### src/hw/uart_cmd_pkg.sv
package uart_cmd_pkg;

    // ====================
    // widths and modes
    // ====================
    localparam int byte_w = 8;

    // mode_sel code for matrix entry
    localparam logic [1:0] mode_input = 2'd1;

    // ====================
    // character codes
    // ====================
    localparam logic [byte_w-1:0] ch_space = 8'h20;
    localparam logic [byte_w-1:0] ch_cr    = 8'h0d;
    localparam logic [byte_w-1:0] ch_lf    = 8'h0a;
    localparam logic [byte_w-1:0] ch_minus = 8'h2d;
    localparam logic [byte_w-1:0] ch_0     = 8'h30;
    localparam logic [byte_w-1:0] ch_9     = 8'h39;

    // keyword letters, upper case only
    localparam logic [byte_w-1:0] ch_a = 8'h41;
    localparam logic [byte_w-1:0] ch_c = 8'h43;
    localparam logic [byte_w-1:0] ch_e = 8'h45;
    localparam logic [byte_w-1:0] ch_f = 8'h46;
    localparam logic [byte_w-1:0] ch_g = 8'h47;
    localparam logic [byte_w-1:0] ch_i = 8'h49;
    localparam logic [byte_w-1:0] ch_l = 8'h4c;
    localparam logic [byte_w-1:0] ch_m = 8'h4d;
    localparam logic [byte_w-1:0] ch_n = 8'h4e;
    localparam logic [byte_w-1:0] ch_o = 8'h4f;
    localparam logic [byte_w-1:0] ch_r = 8'h52;
    localparam logic [byte_w-1:0] ch_s = 8'h53;
    localparam logic [byte_w-1:0] ch_t = 8'h54;
    localparam logic [byte_w-1:0] ch_u = 8'h55;
    localparam logic [byte_w-1:0] ch_x = 8'h58;

    // ====================
    // types
    // ====================
    typedef enum logic [3:0] {
        st_idle, st_dim_m, st_dim_n, st_elem, st_id_a, st_id_b,
        st_cfg_val1, st_cfg_val2, st_done
    } parse_state_t;

    typedef enum logic [2:0] {
        cfg_max    = 3'd0,
        cfg_range  = 3'd1,
        cfg_count  = 3'd2,
        cfg_scalar = 3'd4
    } cfg_kind_t;

endpackage

### src/hw/decimal_accum.sv
`timescale 1ns/1ps

module decimal_accum import uart_cmd_pkg::*; (
    input  logic                     clk,
    input  logic                     rst_n,
    input  logic [byte_w-1:0]        rx_data,
    input  logic                     rx_valid,
    input  logic                     clear,
    input  logic                     sign_en,
    output logic signed [byte_w-1:0] num_value,
    output logic                     num_end,
    output logic                     first_digit
);

    logic [byte_w-1:0] acc;
    logic [byte_w-1:0] digit_val;
    logic              building;
    logic              negative;
    logic              is_digit;
    logic              is_delim;
    logic              is_minus;

    // byte classes
    assign is_digit  = (rx_data >= ch_0) && (rx_data <= ch_9);
    assign is_delim  = (rx_data == ch_space) || (rx_data == ch_cr) || (rx_data == ch_lf);
    assign is_minus  = (rx_data == ch_minus);
    assign digit_val = rx_data - ch_0;

    // a digit under clear still opens a fresh number
    assign first_digit = rx_valid && is_digit && (!building || clear);
    assign num_end     = rx_valid && is_delim && building && !clear;
    assign num_value   = negative ? -$signed(acc) : $signed(acc);

    // value*10 + digit, wraps at the byte width
    always_ff @(posedge clk) begin
        if (rx_valid && is_digit) begin
            if (first_digit) begin
                acc <= digit_val;
            end else begin
                acc <= acc * 8'd10 + digit_val;
            end
        end
    end

    always_ff @(posedge clk or negedge rst_n) begin
        if (!rst_n) begin
            building <= 1'b0;
            negative <= 1'b0;
        end else if (rx_valid && is_digit) begin
            building <= 1'b1;
            if (clear) begin
                negative <= 1'b0;
            end
        end else if (clear || num_end) begin
            building <= 1'b0;
            negative <= 1'b0;
        end else if (rx_valid && is_minus && sign_en && !building) begin
            // minus only counts before the first digit
            negative <= 1'b1;
        end
    end

endmodule

### src/hw/config_keyword_detect.sv
`timescale 1ns/1ps

module config_keyword_detect import uart_cmd_pkg::*; (
    input  logic              clk,
    input  logic              rst_n,
    input  logic [byte_w-1:0] rx_data,
    input  logic              rx_valid,
    input  logic              scan_en,
    output logic              kw_hit,
    output cfg_kind_t         kw_kind
);

    // ====================
    // keyword patterns
    // ====================
    localparam logic [7*byte_w-1:0] kw_config = {ch_c, ch_o, ch_n, ch_f, ch_i, ch_g, ch_space};
    localparam logic [3*byte_w-1:0] kw_max    = {ch_m, ch_a, ch_x};
    localparam logic [5*byte_w-1:0] kw_range  = {ch_r, ch_a, ch_n, ch_g, ch_e};
    localparam logic [5*byte_w-1:0] kw_count  = {ch_c, ch_o, ch_u, ch_n, ch_t};
    localparam logic [6*byte_w-1:0] kw_scalar = {ch_s, ch_c, ch_a, ch_l, ch_a, ch_r};

    logic [7*byte_w-1:0] window;
    logic [7*byte_w-1:0] window_next;
    logic [6*byte_w-1:0] sub_word;
    logic [6*byte_w-1:0] sub_next;
    logic [2:0]          sub_len;
    logic                armed;
    logic                accept;
    logic                is_delim;

    assign accept      = rx_valid && scan_en;
    assign is_delim    = (rx_data == ch_space) || (rx_data == ch_cr) || (rx_data == ch_lf);
    assign window_next = {window[6*byte_w-1:0], rx_data};
    assign sub_next    = {sub_word[5*byte_w-1:0], rx_data};

    // sub-word shift register, sub_len says how much of it is live
    always_ff @(posedge clk) begin
        if (accept) begin
            sub_word <= sub_next;
        end
    end

    always_ff @(posedge clk or negedge rst_n) begin
        if (!rst_n) begin
            window  <= '0;
            armed   <= 1'b0;
            sub_len <= 3'd0;
            kw_hit  <= 1'b0;
            kw_kind <= cfg_max;
        end else begin
            kw_hit <= 1'b0;
            if (!scan_en) begin
                armed <= 1'b0;
            end else if (rx_valid) begin
                window <= window_next;
                if (window_next == kw_config) begin
                    armed   <= 1'b1;
                    sub_len <= 3'd0;
                end else if (armed) begin
                    if (is_delim || sub_len == 3'd6) begin
                        armed <= 1'b0;
                    end else begin
                        sub_len <= sub_len + 3'd1;
                        // match only when the sub-word has exactly the keyword length
                        if (sub_len == 3'd2 && sub_next[3*byte_w-1:0] == kw_max) begin
                            kw_hit  <= 1'b1;
                            kw_kind <= cfg_max;
                            armed   <= 1'b0;
                        end else if (sub_len == 3'd4 && sub_next[5*byte_w-1:0] == kw_range) begin
                            kw_hit  <= 1'b1;
                            kw_kind <= cfg_range;
                            armed   <= 1'b0;
                        end else if (sub_len == 3'd4 && sub_next[5*byte_w-1:0] == kw_count) begin
                            kw_hit  <= 1'b1;
                            kw_kind <= cfg_count;
                            armed   <= 1'b0;
                        end else if (sub_len == 3'd5 && sub_next == kw_scalar) begin
                            kw_hit  <= 1'b1;
                            kw_kind <= cfg_scalar;
                            armed   <= 1'b0;
                        end
                    end
                end
            end
        end
    end

endmodule

### src/hw/cmd_sequencer.sv
`timescale 1ns/1ps

module cmd_sequencer import uart_cmd_pkg::*; #(
    parameter int dim_w = 3,
    parameter int id_w  = 4
) (
    input  logic                     clk,
    input  logic                     rst_n,
    input  logic                     rx_valid,
    input  logic [1:0]               mode_sel,
    input  logic                     in_operand_select,
    input  logic signed [byte_w-1:0] num_value,
    input  logic                     num_end,
    input  logic                     first_digit,
    input  logic                     kw_hit,
    input  cfg_kind_t                kw_kind,
    output logic                     clear,
    output logic                     sign_en,
    output logic                     scan_en,
    output logic [dim_w-1:0]         dim_m,
    output logic [dim_w-1:0]         dim_n,
    output logic [byte_w-1:0]        elem_data,
    output logic                     write_en,
    output logic                     data_ready,
    output logic [id_w-1:0]          user_id_a,
    output logic [id_w-1:0]          user_id_b,
    output logic                     user_input_valid,
    output logic                     config_valid,
    output cfg_kind_t                config_type,
    output logic signed [byte_w-1:0] config_value1,
    output logic signed [byte_w-1:0] config_value2
);

    parse_state_t           state;
    parse_state_t           next_state;
    cfg_kind_t              cmd_kind;
    logic                   matrix_cmd;
    logic [2*dim_w-1:0]     elem_total;
    logic [2*dim_w-1:0]     elem_cnt;
    logic                   last_elem;

    assign elem_total = dim_m * dim_n;
    assign last_elem  = (elem_cnt == elem_total - 1'b1);

    // accumulator and keyword control
    assign clear   = (state == st_idle) || (state == st_done);
    assign sign_en = (state == st_cfg_val1) || (state == st_cfg_val2);
    assign scan_en = (state == st_idle);

    // ====================
    // next state
    // ====================
    always_comb begin
        next_state = state;
        case (state)
            st_idle: begin
                if (kw_hit) begin
                    next_state = st_cfg_val1;
                end else if (in_operand_select) begin
                    next_state = st_id_a;
                end else if (mode_sel == mode_input && rx_valid && first_digit) begin
                    next_state = st_dim_m;
                end
            end
            st_dim_m: if (num_end) next_state = st_dim_n;
            st_dim_n: if (num_end) next_state = st_elem;
            st_elem: begin
                // empty matrix skips straight to completion
                if (elem_total == '0) begin
                    next_state = st_done;
                end else if (num_end && last_elem) begin
                    next_state = st_done;
                end
            end
            st_id_a: if (num_end) next_state = st_id_b;
            st_id_b: if (num_end) next_state = st_done;
            st_cfg_val1: begin
                if (num_end) begin
                    next_state = (cmd_kind == cfg_range) ? st_cfg_val2 : st_done;
                end
            end
            st_cfg_val2: if (num_end) next_state = st_done;
            st_done: next_state = st_idle;
            default: next_state = st_idle;
        endcase
    end

    always_ff @(posedge clk or negedge rst_n) begin
        if (!rst_n) begin
            state <= st_idle;
        end else begin
            state <= next_state;
        end
    end

    // ====================
    // registered results
    // ====================
    always_ff @(posedge clk or negedge rst_n) begin
        if (!rst_n) begin
            cmd_kind         <= cfg_max;
            matrix_cmd       <= 1'b0;
            elem_cnt         <= '0;
            dim_m            <= '0;
            dim_n            <= '0;
            elem_data        <= '0;
            write_en         <= 1'b0;
            data_ready       <= 1'b0;
            user_id_a        <= '0;
            user_id_b        <= '0;
            user_input_valid <= 1'b0;
            config_valid     <= 1'b0;
            config_type      <= cfg_max;
            config_value1    <= '0;
            config_value2    <= '0;
        end else begin
            write_en         <= 1'b0;
            data_ready       <= 1'b0;
            user_input_valid <= 1'b0;
            config_valid     <= 1'b0;
            case (state)
                st_idle: begin
                    elem_cnt   <= '0;
                    matrix_cmd <= 1'b0;
                    if (kw_hit) begin
                        cmd_kind <= kw_kind;
                    end
                end
                st_dim_m: begin
                    matrix_cmd <= 1'b1;
                    if (num_end) dim_m <= num_value[dim_w-1:0];
                end
                st_dim_n: if (num_end) dim_n <= num_value[dim_w-1:0];
                st_elem: begin
                    if (num_end && elem_total != '0) begin
                        elem_data <= $unsigned(num_value);
                        write_en  <= 1'b1;
                        elem_cnt  <= elem_cnt + 1'b1;
                    end
                end
                st_id_a: if (num_end) user_id_a <= num_value[id_w-1:0];
                st_id_b: begin
                    if (num_end) begin
                        user_id_b        <= num_value[id_w-1:0];
                        user_input_valid <= 1'b1;
                    end
                end
                st_cfg_val1: begin
                    if (num_end) begin
                        config_value1 <= num_value;
                        // range waits for its second value
                        if (cmd_kind != cfg_range) begin
                            config_type  <= cmd_kind;
                            config_valid <= 1'b1;
                        end
                    end
                end
                st_cfg_val2: begin
                    if (num_end) begin
                        config_value2 <= num_value;
                        config_type   <= cmd_kind;
                        config_valid  <= 1'b1;
                    end
                end
                st_done: data_ready <= matrix_cmd;
                default: ;
            endcase
        end
    end

endmodule

### src/hw/uart_cmd_parser.sv
`timescale 1ns/1ps

module uart_cmd_parser import uart_cmd_pkg::*; #(
    parameter int dim_w = 3,
    parameter int id_w  = 4
) (
    input  logic                     clk,
    input  logic                     rst_n,
    input  logic [byte_w-1:0]        rx_data,
    input  logic                     rx_valid,
    input  logic [1:0]               mode_sel,
    input  logic                     in_operand_select,
    output logic [dim_w-1:0]         dim_m,
    output logic [dim_w-1:0]         dim_n,
    output logic [byte_w-1:0]        elem_data,
    output logic                     write_en,
    output logic                     data_ready,
    output logic [id_w-1:0]          user_id_a,
    output logic [id_w-1:0]          user_id_b,
    output logic                     user_input_valid,
    output logic                     config_valid,
    output cfg_kind_t                config_type,
    output logic signed [byte_w-1:0] config_value1,
    output logic signed [byte_w-1:0] config_value2
);

    // number path
    logic signed [byte_w-1:0] num_value;
    logic                     num_end;
    logic                     first_digit;
    logic                     clear;
    logic                     sign_en;

    // keyword path
    logic                     scan_en;
    logic                     kw_hit;
    cfg_kind_t                kw_kind;

    decimal_accum u_accum (
        .clk         (clk),
        .rst_n       (rst_n),
        .rx_data     (rx_data),
        .rx_valid    (rx_valid),
        .clear       (clear),
        .sign_en     (sign_en),
        .num_value   (num_value),
        .num_end     (num_end),
        .first_digit (first_digit)
    );

    config_keyword_detect u_kw (
        .clk      (clk),
        .rst_n    (rst_n),
        .rx_data  (rx_data),
        .rx_valid (rx_valid),
        .scan_en  (scan_en),
        .kw_hit   (kw_hit),
        .kw_kind  (kw_kind)
    );

    cmd_sequencer #(
        .dim_w (dim_w),
        .id_w  (id_w)
    ) u_seq (
        .clk               (clk),
        .rst_n             (rst_n),
        .rx_valid          (rx_valid),
        .mode_sel          (mode_sel),
        .in_operand_select (in_operand_select),
        .num_value         (num_value),
        .num_end           (num_end),
        .first_digit       (first_digit),
        .kw_hit            (kw_hit),
        .kw_kind           (kw_kind),
        .clear             (clear),
        .sign_en           (sign_en),
        .scan_en           (scan_en),
        .dim_m             (dim_m),
        .dim_n             (dim_n),
        .elem_data         (elem_data),
        .write_en          (write_en),
        .data_ready        (data_ready),
        .user_id_a         (user_id_a),
        .user_id_b         (user_id_b),
        .user_input_valid  (user_input_valid),
        .config_valid      (config_valid),
        .config_type       (config_type),
        .config_value1     (config_value1),
        .config_value2     (config_value2)
    );

endmodule

### config.mk
export PLATFORM = sky130hd
export DESIGN_NAME = uart_cmd_parser
export DESIGN_NICKNAME = d
export VERILOG_FILES = /design/src/hw/uart_cmd_pkg.sv /design/src/hw/decimal_accum.sv /design/src/hw/config_keyword_detect.sv /design/src/hw/cmd_sequencer.sv /design/src/hw/uart_cmd_parser.sv
export SDC_FILE = /design/constraint.sdc
export NUM_CORES = 1
export LEC_CHECK = 0
export BUFFER_PORTS_ARGS = -buffer_cell sky130_fd_sc_hd__buf_2
export CAP_MARGIN = 20
export CORE_MARGIN = 2
export CORE_UTILIZATION = 30
export CTS_BUF_LIST = sky130_fd_sc_hd__clkbuf_8
export DETAILED_ROUTE_END_ITERATION = 8
export SYNTH_ARGS = -nofsm -noshare
export SYNTH_HDL_FRONTEND = slang
export SYNTH_SLANG_ARGS = --single-unit
### constraint.sdc
create_clock -name clk -period 8.3 [get_ports clk]
set_input_delay 0.415 -clock clk [delete_from_list [all_inputs] [get_ports clk]]
set_output_delay 0.415 -clock clk [all_outputs]
set_load 0.01 [all_outputs]
==> results.txt <==
----------------------------------------------------
[Die]
  Top-level I/O count ... 59
  Std-Cell Core Area ... 25900 um^2
  Starting density of the core ... 0.304
  Overall die area ... 27600 um^2
  Vert. Die Dim ... 166 um
  Die width ... 166 um
  Number of placement rows ... 59

[Synthesis]
  Synth warnings ... 0
  Proportion of register bits with asynchronous set or reset after synthesis ... 0.709
  Syn Inst Count ... 586
  Avg Cell Area, Syn ... 13.4 um^2
  Flip-flop and latch count after synthesis ... 165
  Syn_nets ... 633
  Number of enable-type register cells in the synthesized netlist ... 48
  Library cells used by synthesis ... 64
  Most used DFF post-synth ... dfrtp_1
  Seq/Total Area, Yosys ... 0.554
  Cell area after synthesis ... 7880 um^2

[GRT]
  Largest net degree at the start of global routing ... 76
  Total grt overflow ... 0
  Initial antenna violation count ... 0
  Wire length of the first global-routing pass ... 26.2 mm
  Number of global-route vias before repair ... 4789
  GR Util All Layers ... 0.119

[Critical path]
  Critical path startpoint category ... register
  Critical Setup Path Class ... reg2reg
  Crit path capture type ... register
  Critical Path AT ... 3.99 ns
  Critical path data required time ... 8.64 ns
  CP max FO ... 16

[Drt]
  Final routed wirelength across all metal layers ... 16.0 mm
  Iteration count of the initial detailed-routing pass ... 4
  Via count ... 4729
  Total DRC errors in the routed layout ... 0
  DRT iter0 DRCs ... 345
  ANT nets after route ... 0
  Wire length per cell ... 16.1 um
  Post-detailed-route via-to-cell ratio ... 4.76

[Finish]
  Final nets ... 692
  Ant. Diodes ... 0
  Area growth, synth to finish ... 12.4%
  Most used cells in the layout excluding fill and tap cells ... dfrtp_1, mux2_2, buf_2, edfxtp_1, ha_1
  Most common library cell in the layout ignoring fill and taps ... dfrtp_1
  Core occupancy in the finished layout ... 0.342
  Fill count ... 2511
  Ratio of cells with drive above 1 in the final layout ... 0.307
  Fin area ... 8860 um^2

[STA]
  Hold Vio Cnt, Final ... 0
  Final setup skew ... 0.0158 ns
  Setup violation total in the final timing report ... 0
  Headroom to the max-slew limit ... 0.348
  Setup repair after global routing missed its margin ... no
  Crit path time final ... 3.65 ns
  Actual slew at the worst max-slew pin ... 0.978 ns
  Ratio of final minimum period to clock period ... 0.440
  Final number of max-transition violations ... 0
  Maximum operating frequency ... 0.274 GHz
  Setup Total Neg Slack ... 0 ns
  PnR worst setup slack ... 4.65 ns

[Clocking]
  Resized cells post-CTS ... 0
  H-tree level count ... 4
  Post-CTS Repair Setup Buffers ... 0
  Count of hold-fix buffers inserted at cts ... 0
  Clock-pin slew on the worst setup and hold paths ... 0.09 ns
  Source-to-sink clock delay at the later pin of the worst-skew pair ... 0.46 ns
  CTS tree ... yes
  Clock buffer count from CTS ... 17
  Root buffer cell ... clkbuf_8
  Largest buffer count on any clock path ... 2
  CTS sink count ... 165

[Power]
  Leakage ... 3.99 nW
  Cell Pwr Density ... 222 nW/um^2
  Maximum ir drop on the vdd rail ... 0.000122 V
  Total power consumption of the routed design ... 1.96 mW

[Placement]
  GPL Wtd Cong ... 0.764
  DP Worst Slack ... 4.64 ns
  Number of buffers inserted by port buffering ... 58
  Placed wire-length estimate ... 11.3 mm
  Post-placement cell area ... 8500 um^2

[Min path]
  Worst Hold Class ... in2async

[Status]
  Outcome ... complete, no violations

[Flow run]
  Max Cap Viol ... 0

----------------------------------------------------
-- critical path: stages (launching register included) --
cell and delay [ns]:
dfrtp_1 0.44, and2_1 0.18, fa_1 0.47, ha_1 0.24
fa_1 0.38, xor2_1 0.25, nand2b_1 0.19, o2111ai_1 0.22
nor2_2 0.75, mux2_2 0.41
-- layer usage --
layer  track usage  vias up  routed length (um)
met5             0        -                   0
li1              -     2288                   -
met4        0.0446        0                 255
met2         0.183       54                7510
met3        0.0226       17                 296
met1         0.167     2370                7960
-- synthesized netlist by cell type, types with 3 or more instances --
| cell type | n | area share |
|---|---|---|
| edfxtp_1 | 48 | 0.18 |
| nor2_1 | 21 | 0.010 |
| dfrtp_1 | 117 | 0.37 |
| and2_1 | 14 | 0.011 |
| inv_1 | 19 | 0.0091 |
| nor3_1 | 6 | 0.0038 |
| buf_2 | 5 | 0.0032 |
| mux2_2 | 91 | 0.13 |
| a21oi_1 | 16 | 0.010 |
| nand2_1 | 28 | 0.013 |
| nor2b_1 | 6 | 0.0048 |
| nor4_1 | 6 | 0.0048 |
| buf_6 | 3 | 0.0043 |
| o21ai_0 | 13 | 0.0083 |
| nand3_1 | 7 | 0.0044 |
| fa_1 | 4 | 0.010 |
| and3_1 | 5 | 0.0040 |
| nor4_4 | 5 | 0.013 |
| nor3b_1 | 3 | 0.0029 |
| nor4b_1 | 11 | 0.012 |
| nand2b_1 | 6 | 0.0048 |
| clkbuf_1 | 9 | 0.0043 |
| a2111oi_0 | 3 | 0.0033 |
| o21a_1 | 4 | 0.0038 |
| nor3_4 | 3 | 0.0062 |
| xor2_1 | 8 | 0.0089 |
| mux2i_1 | 5 | 0.0064 |
| or4_1 | 3 | 0.0029 |
| xnor2_1 | 20 | 0.022 |
| nand4_1 | 12 | 0.0095 |
| nor4bb_1 | 8 | 0.010 |
| ha_1 | 29 | 0.046 |
| o211ai_1 | 3 | 0.0029 |
| o31ai_1 | 8 | 0.0076 |
-- worst paths after layout --
kind / slack (ns) / cells past startpoint / endpoint / from
max in group asynchronous: 7.08 / 2 / u_seq.config_value2[1] / rst_n
hold reg to reg: 0.45 / 0 / u_kw.sub_word[14] / u_kw.sub_word[6]
setup reg to reg: 4.65 / 9 / u_seq.elem_data[5] / u_seq.dim_m[0]
hold / removal: 0.08 / 1 / u_kw.window[43] / rst_n
min in group clk: 0.24 / 1 / u_kw.sub_word[5] / rx_data[5]
setup / recovery: 4.65 / 9 / u_seq.elem_data[5] / u_seq.dim_m[0]
-- layout make-up --
class                   instances  area [um^2]  area share
clock buffers                  17          234      0.0264
clock inverters                15          123      0.0138
inverters                      19         71.3     0.00805
multi-input cells             382         3330       0.376
flip-flops and latches        165         4370       0.493
well taps                     335          419      0.0473
repair buffers                 60          308      0.0348
-- sequential cells by signal (all words and copies together), names as in the netlist, 4 cells and up --
signal / count
u_seq.user_id_b: 4
u_kw.window: 48
u_seq.state: 4
u_seq.config_value2: 8
u_seq.config_value1: 8
u_seq.elem_cnt: 6
u_kw.sub_word: 40
u_accum.acc: 8
u_seq.elem_data: 8
u_seq.user_id_a: 4
-- power breakdown --
| group | total (mW) | internal [mW] | switching, mW | leakage, nW |
|---|---|---|---|---|
| Sequential | 1.11 | 0.980 | 0.127 | 2.01 |
| Clock | 0.535 | 0.215 | 0.320 | 0.176 |
| Combinational | 0.322 | 0.159 | 0.163 | 1.80 |
-- cells by family (layout without fill, tap and decap cells) --
family                   Yosys count  after routing  synth area share
AO/OA/AOI/OAI                     65             65            0.0599
XOR/XNOR                          29             29            0.0340
adder cells (fa/ha/maj)           33             33            0.0562
buffers and inverters             39            111            0.0227
flip-flops                       165            165             0.554
multiplexers                      96             96             0.136
AND/OR/NAND/NOR                  159            159             0.136
-- per-stage QoR --
stage | cells | hold slack, ns
2_1_floorplan | 586 | 0.119
3_3_place_gp | 961 | 0.424
3_5_place_dp | 961 | 0.424
4_1_cts | 993 | 0.113
5_1_grt | 993 | 0.125
6_report | 993 | 0.0793
No activity file was read; power rests on OpenSTA's default activity.
